### src/verilog/bpu_pkg.sv
`default_nettype none

package bpu_pkg;

    // basic widths
    parameter int XLEN    = 32;
    parameter int GHIST_W = 16;

    typedef logic [XLEN-1:0]    addr_t;
    typedef logic [XLEN-1:0]    inst_t;
    typedef logic [GHIST_W-1:0] ghist_t;

    // 2-bit saturating counter, msb is the taken guess
    typedef logic [1:0] ctr_t;

    parameter ctr_t CTR_STRONG_NT = 2'b00;
    parameter ctr_t CTR_WEAK_NT   = 2'b01;
    parameter ctr_t CTR_WEAK_T    = 2'b10;
    parameter ctr_t CTR_STRONG_T  = 2'b11;

    // component that supplied the direction
    typedef enum logic [1:0] {
        PROV_BIMODAL = 2'd0,
        PROV_T0      = 2'd1,
        PROV_T1      = 2'd2
    } provider_e;

    // tag widths
    parameter int TAGE_TAG_W = 10;
    parameter int BTB_TAG_W  = 22;

    // rv32 opcodes of interest
    parameter logic [6:0] OPC_BRANCH = 7'b1100011;
    parameter logic [6:0] OPC_JAL    = 7'b1101111;
    parameter logic [6:0] OPC_JALR   = 7'b1100111;

    // link registers, used for return detection
    parameter logic [4:0] REG_RA = 5'd1;
    parameter logic [4:0] REG_T0 = 5'd5;

endpackage

`default_nettype wire

### src/verilog/inst_predecode.sv
`timescale 1ns/100ps
`default_nettype none

module inst_predecode import bpu_pkg::*; (
    input  wire addr_t if_pc_i,
    input  wire inst_t if_inst_i,
    output logic       is_branch_o,
    output logic       is_jal_o,
    output logic       is_jalr_o,
    output logic       is_ret_o,
    output addr_t      branch_target_o,
    output addr_t      jal_target_o
);

    logic [6:0] opcode;
    logic [4:0] rd;
    logic [4:0] rs1;
    addr_t      b_imm;
    addr_t      j_imm;

    assign opcode = if_inst_i[6:0];
    assign rd     = if_inst_i[11:7];
    assign rs1    = if_inst_i[19:15];

    assign is_branch_o = (opcode == OPC_BRANCH);
    assign is_jal_o    = (opcode == OPC_JAL);
    assign is_jalr_o   = (opcode == OPC_JALR);

    // jalr x0, 0(ra) or jalr x0, 0(t0)
    assign is_ret_o = is_jalr_o && (rd == 5'd0)
                   && ((rs1 == REG_RA) || (rs1 == REG_T0))
                   && (if_inst_i[31:20] == 12'd0);

    // B-type immediate, bit 0 always zero
    assign b_imm = {{20{if_inst_i[31]}}, if_inst_i[7], if_inst_i[30:25],
                    if_inst_i[11:8], 1'b0};

    // J-type immediate
    assign j_imm = {{12{if_inst_i[31]}}, if_inst_i[19:12], if_inst_i[20],
                    if_inst_i[30:21], 1'b0};

    assign branch_target_o = if_pc_i + b_imm;
    assign jal_target_o    = if_pc_i + j_imm;

endmodule

`default_nettype wire

### config.mk
export PLATFORM = sky130hd
export DESIGN_NAME = inst_predecode
export DESIGN_NICKNAME = d
export VERILOG_FILES = /design/src/verilog/bpu_pkg.sv /design/src/verilog/inst_predecode.sv
export SDC_FILE = /design/constraint.sdc
export NUM_CORES = 1
export LEC_CHECK = 0
export BUFFER_PORTS_ARGS = -buffer_cell sky130_fd_sc_hd__buf_4
export CAP_MARGIN = 20
export CORE_ASPECT_RATIO = 0.75
export CORE_UTILIZATION = 30
export DETAILED_ROUTE_END_ITERATION = 6
export PLACE_DENSITY = 0.66
export SYNTH_ARGS = -nofsm -noshare
export SYNTH_HDL_FRONTEND = slang
export SYNTH_SLANG_ARGS = --single-unit
### constraint.sdc
create_clock -name vclk -period 2.97
set_clock_uncertainty 0.1 [all_clocks]
set_input_delay 0.1485 -clock vclk [all_inputs]
set_output_delay 0.1485 -clock vclk [all_outputs]
set_load 0.03 [all_outputs]
==> results.ini <==
[power_and_ir_drop]
p_leak_nw=2.05
switchingPower_w=0.000918
power.share.clock=0
peakVddDrop_uv=152
powerDensity_nw_per_um2=360
combPwrFrac=1.000
p_sw_frac=0.593
sequentialPowerShare=0
power.internal_w=0.000631

[drt]
vias_per_cell=5.39
drt_iter0_markers=214
routedWlPerCell_um=15.9
ant_nets=0
vias=3668
post-route-drc-count=0
dr.pass1.iters=5
drt-total-wl_mm=10.8

[finish]
final_common_cell=buf_4
areaGrowthSynthToFinish_pct=50.2
final_cell_mix=buf_4 (165), a21oi_1 (44), ha_1 (41)
fill_cells=967
diodes=0
clkbuf_count=0
regArea_sq_um=0
seq_cell_count=0
drive_gt1_frac=0.362
nets=664

[critical_path]
critPathMaxStageDelay_ns=0.54
endpoint_kind=output pin
cpMostUsedCell=buf_4
worstPathArrival_ns=2.63
crit_fanout=15
critPathSlowestCell=or4_1
required_ns=2.72
critPathKind=in -> out
start_kind=input pin
cp_cell_sequence=buf_4 > ha_1 > a21oi_1 > nand2_1 > o22ai_1 > or4_1 > o21ai_4 > buf_4 > nor4_1 > or3_1 > buf_4

[sta]
setup_viol=0
relSlewSlack=0.610
setup_ws_ns=0.0872
fin_crit_ns=2.88
worst_pin_slew_ns=0.581
hold_viol=0
fmax_mhz=347
fin_crit_sh=0.971
whs_ns=0.197
final_max_slew_viol_count=0
finalSetupTns_ns=0
rsz0062_at_grt=no

[die]
die_w_um=115
dieArea_sq_um=9940
io_pins=132
initial_core_util=0.313
die_h_um=86.6
coreArea_sq_um=9160
fp-row-count=30

[synthesis]
synth_xor_area_frac=0.144
yosys.area_share.adder=0.202
synth_area_leader_cell=ha_1
synth_top_family_by_area=compound AO/OA/AOI/OAI gates
syn_nets=515
syn-cell-area_sq_um=2860
synthMuxAreaShare=0.0175
avgSynthCellArea_sq_um=7.05
yosysWarnings=0
synth_cells=406
synth_compound_area_frac=0.354
synth_area_leaders=ha_1 (19%), xnor2_1 (8.9%), a21oi_1 (8.0%)
yosysTopAreaCellShare=0.188
yosysUniqueCellTypes=61
synth.yosys.seq_area_share=0
synth-simple-area-share=0.234

[grt]
grt_pass1_vias=3376
grt.met3_usage=0.0112
grt_use_met1=0.321
antenna_found_initial=0
grt_max_degree=16
overflow=0
grtUsageMet2=0.320
busiest_layer=met1
grt_usage=0.207
grt_first_pass_wirelength_mm=16.6

[placement]
dp.final_hpwl_mm=9.26
gp_congestion=0.955
portBuffers=129
dp_worst_setup_slack_ns=-0.163

[hold_path]
hold_class=in -> out

[clocking]
ctsHoldBuffers=0

[job]
cap_violations=0

[status]
status=completed

stage by stage:
| step | util | instances | area (sq um) | total power (W) |
|---|---|---|---|---|
| floorplan | - | 406 | 2890 | 0.000954 |
| global placement | 0.457 | 679 | 4190 | 0.00149 |
| detailed placement | 0.457 | 679 | 4190 | 0.00150 |
| CTS | 0.458 | 680 | 4200 | 0.00151 |
| global route | 0.469 | 681 | 4300 | 0.00165 |
| finish | 0.469 | 681 | 4300 | 0.00155 |
layout make-up:
class                      instances  area [sq um]  share of cell area
inverter                          11          41.3             0.00960
multi-input combinational        376          2850               0.662
tap                              128           160              0.0373
timing repair buffer             166          1250               0.291
power by group through the flow:
stage	Sequential (W)	Combinational, W	Clock [W]
CTS	0	0.00151	0
finish	0	0.00155	0
detailed placement	0	0.00150	0
global route	0	0.00165	0
global placement	0	0.00149	0
floorplan	0	0.000954	0
layer usage:
layer	routed length, um	vias to the layer above
li1	-	1840
met1	5420	1692
met2	4660	130
met3	645	6
met4	78	0
met5	0	-
final timing paths:
path	slack (ns)	cells past startpoint	start	endpoint
worst min-delay path	0.20	0	if_pc_i[0]	jal_target_o[0]
worst max-delay path	0.09	11	if_inst_i[31]	branch_target_o[31]
Yosys cell counts (2+ instances only):
master,instances
clkbuf_2,2
nand4_1,5
a21o_1,21
clkbuf_1,7
and2_1,4
nor4_1,4
or4_1,4
and4_1,5
buf_2,5
nor2b_1,8
nor2_1,36
a211oi_1,8
xnor2_1,29
nand2b_1,4
ha_1,43
a21oi_2,2
or3_1,4
nor3_1,11
or2_2,2
mux2i_1,5
xor2_1,18
o21ai_0,29
o22ai_1,2
o31ai_1,4
o211ai_1,3
a31oi_1,3
and3_1,5
a21oi_1,46
o21a_1,3
fa_1,2
or4b_1,2
nand3_1,6
a221o_1,3
inv_1,11
a211oi_2,3
o21bai_1,8
buf_4,3
nand2_1,23
cells by family (layout without fill, tap and decap cells):
| family | count (synthesis) | count (layout) |
|---|---|---|
| AO/OA/AOI/OAI | 151 | 151 |
| XOR/XNOR | 47 | 47 |
| adder cells (fa/ha/maj) | 45 | 45 |
| buffers and inverters | 30 | 177 |
| multiplexers | 5 | 5 |
| AND/OR/NAND/NOR | 128 | 128 |
what timing repair did:
action	in CTS	in global routing
setup buffers	1	1
gates resized for setup	2	22
gates cloned	0	0
pin swaps	2	14
setup endpoints to repair	7	14
worst max-delay path, delay by kind of cell:
family                   cells  cell delay, ns
AND/OR/NAND/NOR              4            1.06
buffers and inverters        3            0.56
AO/OA/AOI/OAI                3            0.48
adder cells (fa/ha/maj)      1            0.38
Power figures use the tool's default switching activity.
