### src/verilog/bpu_pkg.sv
`default_nettype none

package bpu_pkg;

    // basic widths
    parameter int XLEN    = 32;
    parameter int GHIST_W = 16;

    typedef logic [XLEN-1:0]    addr_t;
    typedef logic [XLEN-1:0]    inst_t;
    typedef logic [GHIST_W-1:0] ghist_t;

    // 2-bit saturating counter, msb is the taken guess
    typedef logic [1:0] ctr_t;

    parameter ctr_t CTR_STRONG_NT = 2'b00;
    parameter ctr_t CTR_WEAK_NT   = 2'b01;
    parameter ctr_t CTR_WEAK_T    = 2'b10;
    parameter ctr_t CTR_STRONG_T  = 2'b11;

    // component that supplied the direction
    typedef enum logic [1:0] {
        PROV_BIMODAL = 2'd0,
        PROV_T0      = 2'd1,
        PROV_T1      = 2'd2
    } provider_e;

    // tag widths
    parameter int TAGE_TAG_W = 10;
    parameter int BTB_TAG_W  = 22;

    // rv32 opcodes of interest
    parameter logic [6:0] OPC_BRANCH = 7'b1100011;
    parameter logic [6:0] OPC_JAL    = 7'b1101111;
    parameter logic [6:0] OPC_JALR   = 7'b1100111;

    // link registers, used for return detection
    parameter logic [4:0] REG_RA = 5'd1;
    parameter logic [4:0] REG_T0 = 5'd5;

endpackage

`default_nettype wire

### src/verilog/return_stack.sv
`timescale 1ns/100ps
`default_nettype none

module return_stack import bpu_pkg::*; #(
    parameter int RAS_DEPTH = 64
) (
    input  wire logic  clk,
    input  wire logic  rst,
    input  wire logic  push_i,
    input  wire addr_t push_addr_i,
    input  wire logic  pop_i,
    output addr_t      top_o,
    output logic       valid_o
);

    localparam int IDX_W = $clog2(RAS_DEPTH);
    localparam int PTR_W = $clog2(RAS_DEPTH + 1);  // room for the full count

    addr_t            stack_mem [RAS_DEPTH];
    logic [PTR_W-1:0] sp_q;          // number of valid entries
    logic [PTR_W-1:0] sp_popped;
    logic [IDX_W-1:0] top_idx;
    logic             do_push;

    // pop first, push then lands where the old top was
    assign sp_popped = (pop_i && (sp_q != '0)) ? sp_q - 1'b1 : sp_q;
    assign do_push   = push_i && (sp_popped < RAS_DEPTH);  // drop when full

    assign top_idx = IDX_W'(sp_q - 1'b1);
    assign top_o   = stack_mem[top_idx];
    assign valid_o = (sp_q != '0);

    always_ff @(posedge clk or posedge rst) begin
        if (rst) begin
            sp_q <= '0;
        end else if (do_push) begin
            sp_q <= sp_popped + 1'b1;
        end else begin
            sp_q <= sp_popped;
        end
    end

    always_ff @(posedge clk) begin
        if (do_push) begin
            stack_mem[IDX_W'(sp_popped)] <= push_addr_i;
        end
    end

endmodule

`default_nettype wire

### config.mk
export PLATFORM = sky130hd
export DESIGN_NAME = return_stack
export DESIGN_NICKNAME = d
export VERILOG_FILES = /design/src/verilog/bpu_pkg.sv /design/src/verilog/return_stack.sv
export SDC_FILE = /design/constraint.sdc
export NUM_CORES = 2
export LEC_CHECK = 0
export BUFFER_PORTS_ARGS = -buffer_cell sky130_fd_sc_hd__clkbuf_2
export CORE_MARGIN = 4
export CORE_UTILIZATION = 55
export DETAILED_ROUTE_END_ITERATION = 10
export PLACE_DENSITY = 0.78
export SLEW_MARGIN = 25
export SYNTH_ARGS = -nofsm -noshare
export SYNTH_HDL_FRONTEND = slang
export SYNTH_SLANG_ARGS = --single-unit
### constraint.sdc
create_clock -name clk -period 10.19 [get_ports clk]
set_input_delay 2.038 -clock clk [delete_from_list [all_inputs] [get_ports clk]]
set_output_delay 2.038 -clock clk [all_outputs]
set_load 0.02 [all_outputs]
==> impl_summary.log <==
INFO  metric critical_path_arrival = 5560 ps
INFO  metric max_clk_rate = ~0.13 GHz
INFO  metric path_max_fanout = between 100 and 150
INFO  metric layout_worst_path_cycle_share = 0.745
INFO  metric max_slew_margin = 0.310
INFO  metric timing.rr.start = sp_q[0]
INFO  metric result_of_the_run = finished, final reports clean
INFO  metric rsz0062_at_grt = false
INFO  metric postCtsSetupRepairBufs = 0
INFO  metric cp_data_required_time = 8150 ps
INFO  metric wl_per_cell = around 36 µm
INFO  metric synth_edf_count = about 2000
INFO  metric grt_start_max_net_pins = about 130
INFO  metric hpwlAfterDp = ~99000 µm
INFO  metric setup-violations-final = 0
INFO  metric first_iter_violations = 5894
INFO  metric leak_pwr = between 20 and 30 nW
INFO  metric cts_h_tree_lvls = 4
INFO  metric total_power = 0.0271 W
INFO  metric antenna_found_initial = 3
INFO  metric ir_drop = 482 µV
INFO  metric post_cts_hold_fix_bufs = 0
INFO  metric yosysTopAreaCellShare = 0.780
INFO  metric synth_top_flop_cell = edfxtp_1
INFO  metric die-area = roughly 150000 µm²
INFO  metric finalHoldViolations = 0
INFO  metric final_worst_hold_slack = 749 ps
INFO  metric synth_nets = between 3000 and 4000
INFO  metric final_gp_congestion = ~0.8
INFO  metric max_cap_violations = 0
INFO  metric drtAntennaViolNets = 0
INFO  metric finalWorstPathRequiredPeriod = between 7000 and 8000 ps
INFO  metric setup_ws = approximately 2600 ps
INFO  metric power-per-cell-area = just over 300 nW/µm²
INFO  metric grt_pass1_wl = just under 300000 µm
INFO  metric die_width = approximately 390 µm
INFO  metric numCtsBuffers = 188
INFO  metric worst_skew_pair.late_latency = ~800 ps
INFO  metric drive_gt1_frac = 0.308
INFO  metric flip_flop_and_latch_count_after_synthesis = between 2000 and 2500
INFO  metric ys_async_sr_fraction = 0.00341
INFO  metric dpl_cell_area = 82200 µm²
INFO  metric synthesis.area_per_instance = 23.7 µm²
INFO  metric met1Wirelength = 69200 µm
INFO  metric met3_wl = around 25000 µm
INFO  metric finalInstanceArea = a little under 90000 µm²
INFO  metric critical_path.startpoint_type = flip-flop
INFO  metric pin_count = 69
INFO  metric clock-root-buffer = clkbuf_16
INFO  metric yosysWarnings = 0
INFO  metric postSynthCellCount = 3328
INFO  metric core.rowCount = roughly 140
INFO  metric tns = 0 ps
INFO  metric flow.area_growth_from_synthesis = 11.8%
INFO  metric timing.clock.skew = 28.1 ps
INFO  metric most_common_cell_after_layout_fill_and_taps_aside = edfxtp_1
INFO  metric coreArea = about 140000 µm²
INFO  metric number_of_nets_in_the_layout = between 3000 and 4000
INFO  metric cts.path.max_buffers = 3
INFO  metric yosys.area.top_type = edfxtp_1
INFO  metric layout_common_cells = edfxtp_1, mux4_2, clkbuf_16
INFO  metric via_per_inst = about 7
INFO  metric ys_types = between 60 and 70
INFO  metric timing.hold.worst.start = sp_q[6]
INFO  metric via_count = about 38000
INFO  metric worst_setup_path_startpoint = sp_q[0]
INFO  metric cts_tree = yes
INFO  metric timing_worst_setup_path_type = reg -> out
INFO  metric routed.top_layer = met5
INFO  metric final_wirelength = around 200000 µm
INFO  metric nFillCells = around 9000
INFO  metric critPathCaptureType = output port
INFO  metric wl_met2 = 99600 µm
INFO  metric numClockSinks = 2055
INFO  metric initial_core_util = 0.556
INFO  metric placement.setup.worst_slack = 3440 ps
INFO  metric cts_repair_resize_count = 0
INFO  metric detail_route.first_pass.iterations = 6
INFO  metric synth-seq-area-share = 0.782
INFO  metric drt_drc_violations_left = 0
INFO  metric io_buffers = 68
INFO  metric mapped_cell_area = roughly 79000 µm²
INFO  metric grt_usage = 0.271
INFO  metric clkSlewWorstSetupHoldPaths = 70 ps
INFO  metric post_synth_main_area_contributors = edfxtp_1, mux4_2, mux2i_1
INFO  metric holdCritPathClass = reg -> reg
INFO  metric grt_pass1_vias = 38900
INFO  metric tightestPinTransition = 1030 ps
INFO  metric die_h = slightly below 400 µm
INFO  metric global_route.overflow_total = 0
INFO  metric finalMaxSlewViolations = 0
power breakdown:
| group | internal [W] | switching (W) |
|---|---|---|
| Combinational | 0.00433 | 0.00614 |
| Clock | 0.00383 | 0.00305 |
| Sequential | 0.00962 | 0.000163 |
metrics by stage:
stage | utilization | cells
after floorplan | - | 3328
after global placement | 0.579 | 5223
after detailed placement | 0.579 | 5224
after CTS | 0.621 | 5567
after global routing | 0.621 | 5567
final | 0.621 | 5568
cell usage after synthesis (all sizes together) (3+ instances only):
| cell | number |
|---|---|
| a21oi | 38 |
| a22oi | 31 |
| a31oi | 18 |
| a32oi | 17 |
| buf | 117 |
| clkbuf | 61 |
| dfrtp | 7 |
| edfxtp | 2048 |
| inv | 6 |
| mux2i | 54 |
| mux4 | 589 |
| nand2 | 130 |
| nand2b | 5 |
| nand3 | 39 |
| nor2 | 81 |
| nor2b | 3 |
| nor3 | 7 |
| o21ai | 8 |
| o22ai | 18 |
| o31ai | 3 |
| or3 | 3 |
| xnor2 | 13 |
| xor2 | 3 |
path summary, 6_finish.rpt:
kind	slack, ps	cells after the start	endpoint
max	2590	7	top_o[10]
min	750	2	sp_q[6]
max reg2reg	5030	8	stack_mem[54][7]
min reg2reg	750	2	sp_q[6]
max in group asynchronous	8560	2	sp_q[0]
min in group asynchronous	1290	2	sp_q[6]
sequential cells by signal, indices dropped and copies added, names as in the netlist:
register   count
stack_mem   2048
sp_q           7
kinds of logic (layout without fill, tap and decap cells):
group / after synthesis / in the layout / synth area share
AOI/OAI and AO/OA: 143 / 143 / 0.0126
xor gates and xnor gates: 16 / 16 / 0.00187
adders and majority gates: 2 / 2 / 0.000317
buffers and inverters: 184 / 533 / 0.0121
DFF: 2055 / 2055 / 0.782
muxes: 644 / 644 / 0.175
other: 0 / 1 / 0
and+or+nand+nor: 284 / 284 / 0.0158
cell type report:
class,instances,area (µm²),share of cell area
clock inverter,115,945,0.0107
tap,1890,2360,0.0268
timing repair buffer,184,1380,0.0157
inverter,6,22.5,0.000255
sequential,2055,61700,0.699
antenna,1,2.50,0.0000284
clock buffer,228,4980,0.0565
multi-input combinational,1089,16800,0.191
worst max-delay path, cell delays in order, from the launching register on:
cell      delay [ps]
dfrtp_4          850
buf_4            820
buf_12           710
mux4_2           610
mux4_2           520
a22oi_1          490
nand2_1          260
clkbuf_2         230
routing by layer:
metal,vias to the layer above,GRT usage
li1,14700,-
met1,20200,0.370
met2,2900,0.431
met3,447,0.0706
met4,4,0.0998
met5,-,0
Power figures use the tool's default switching activity.
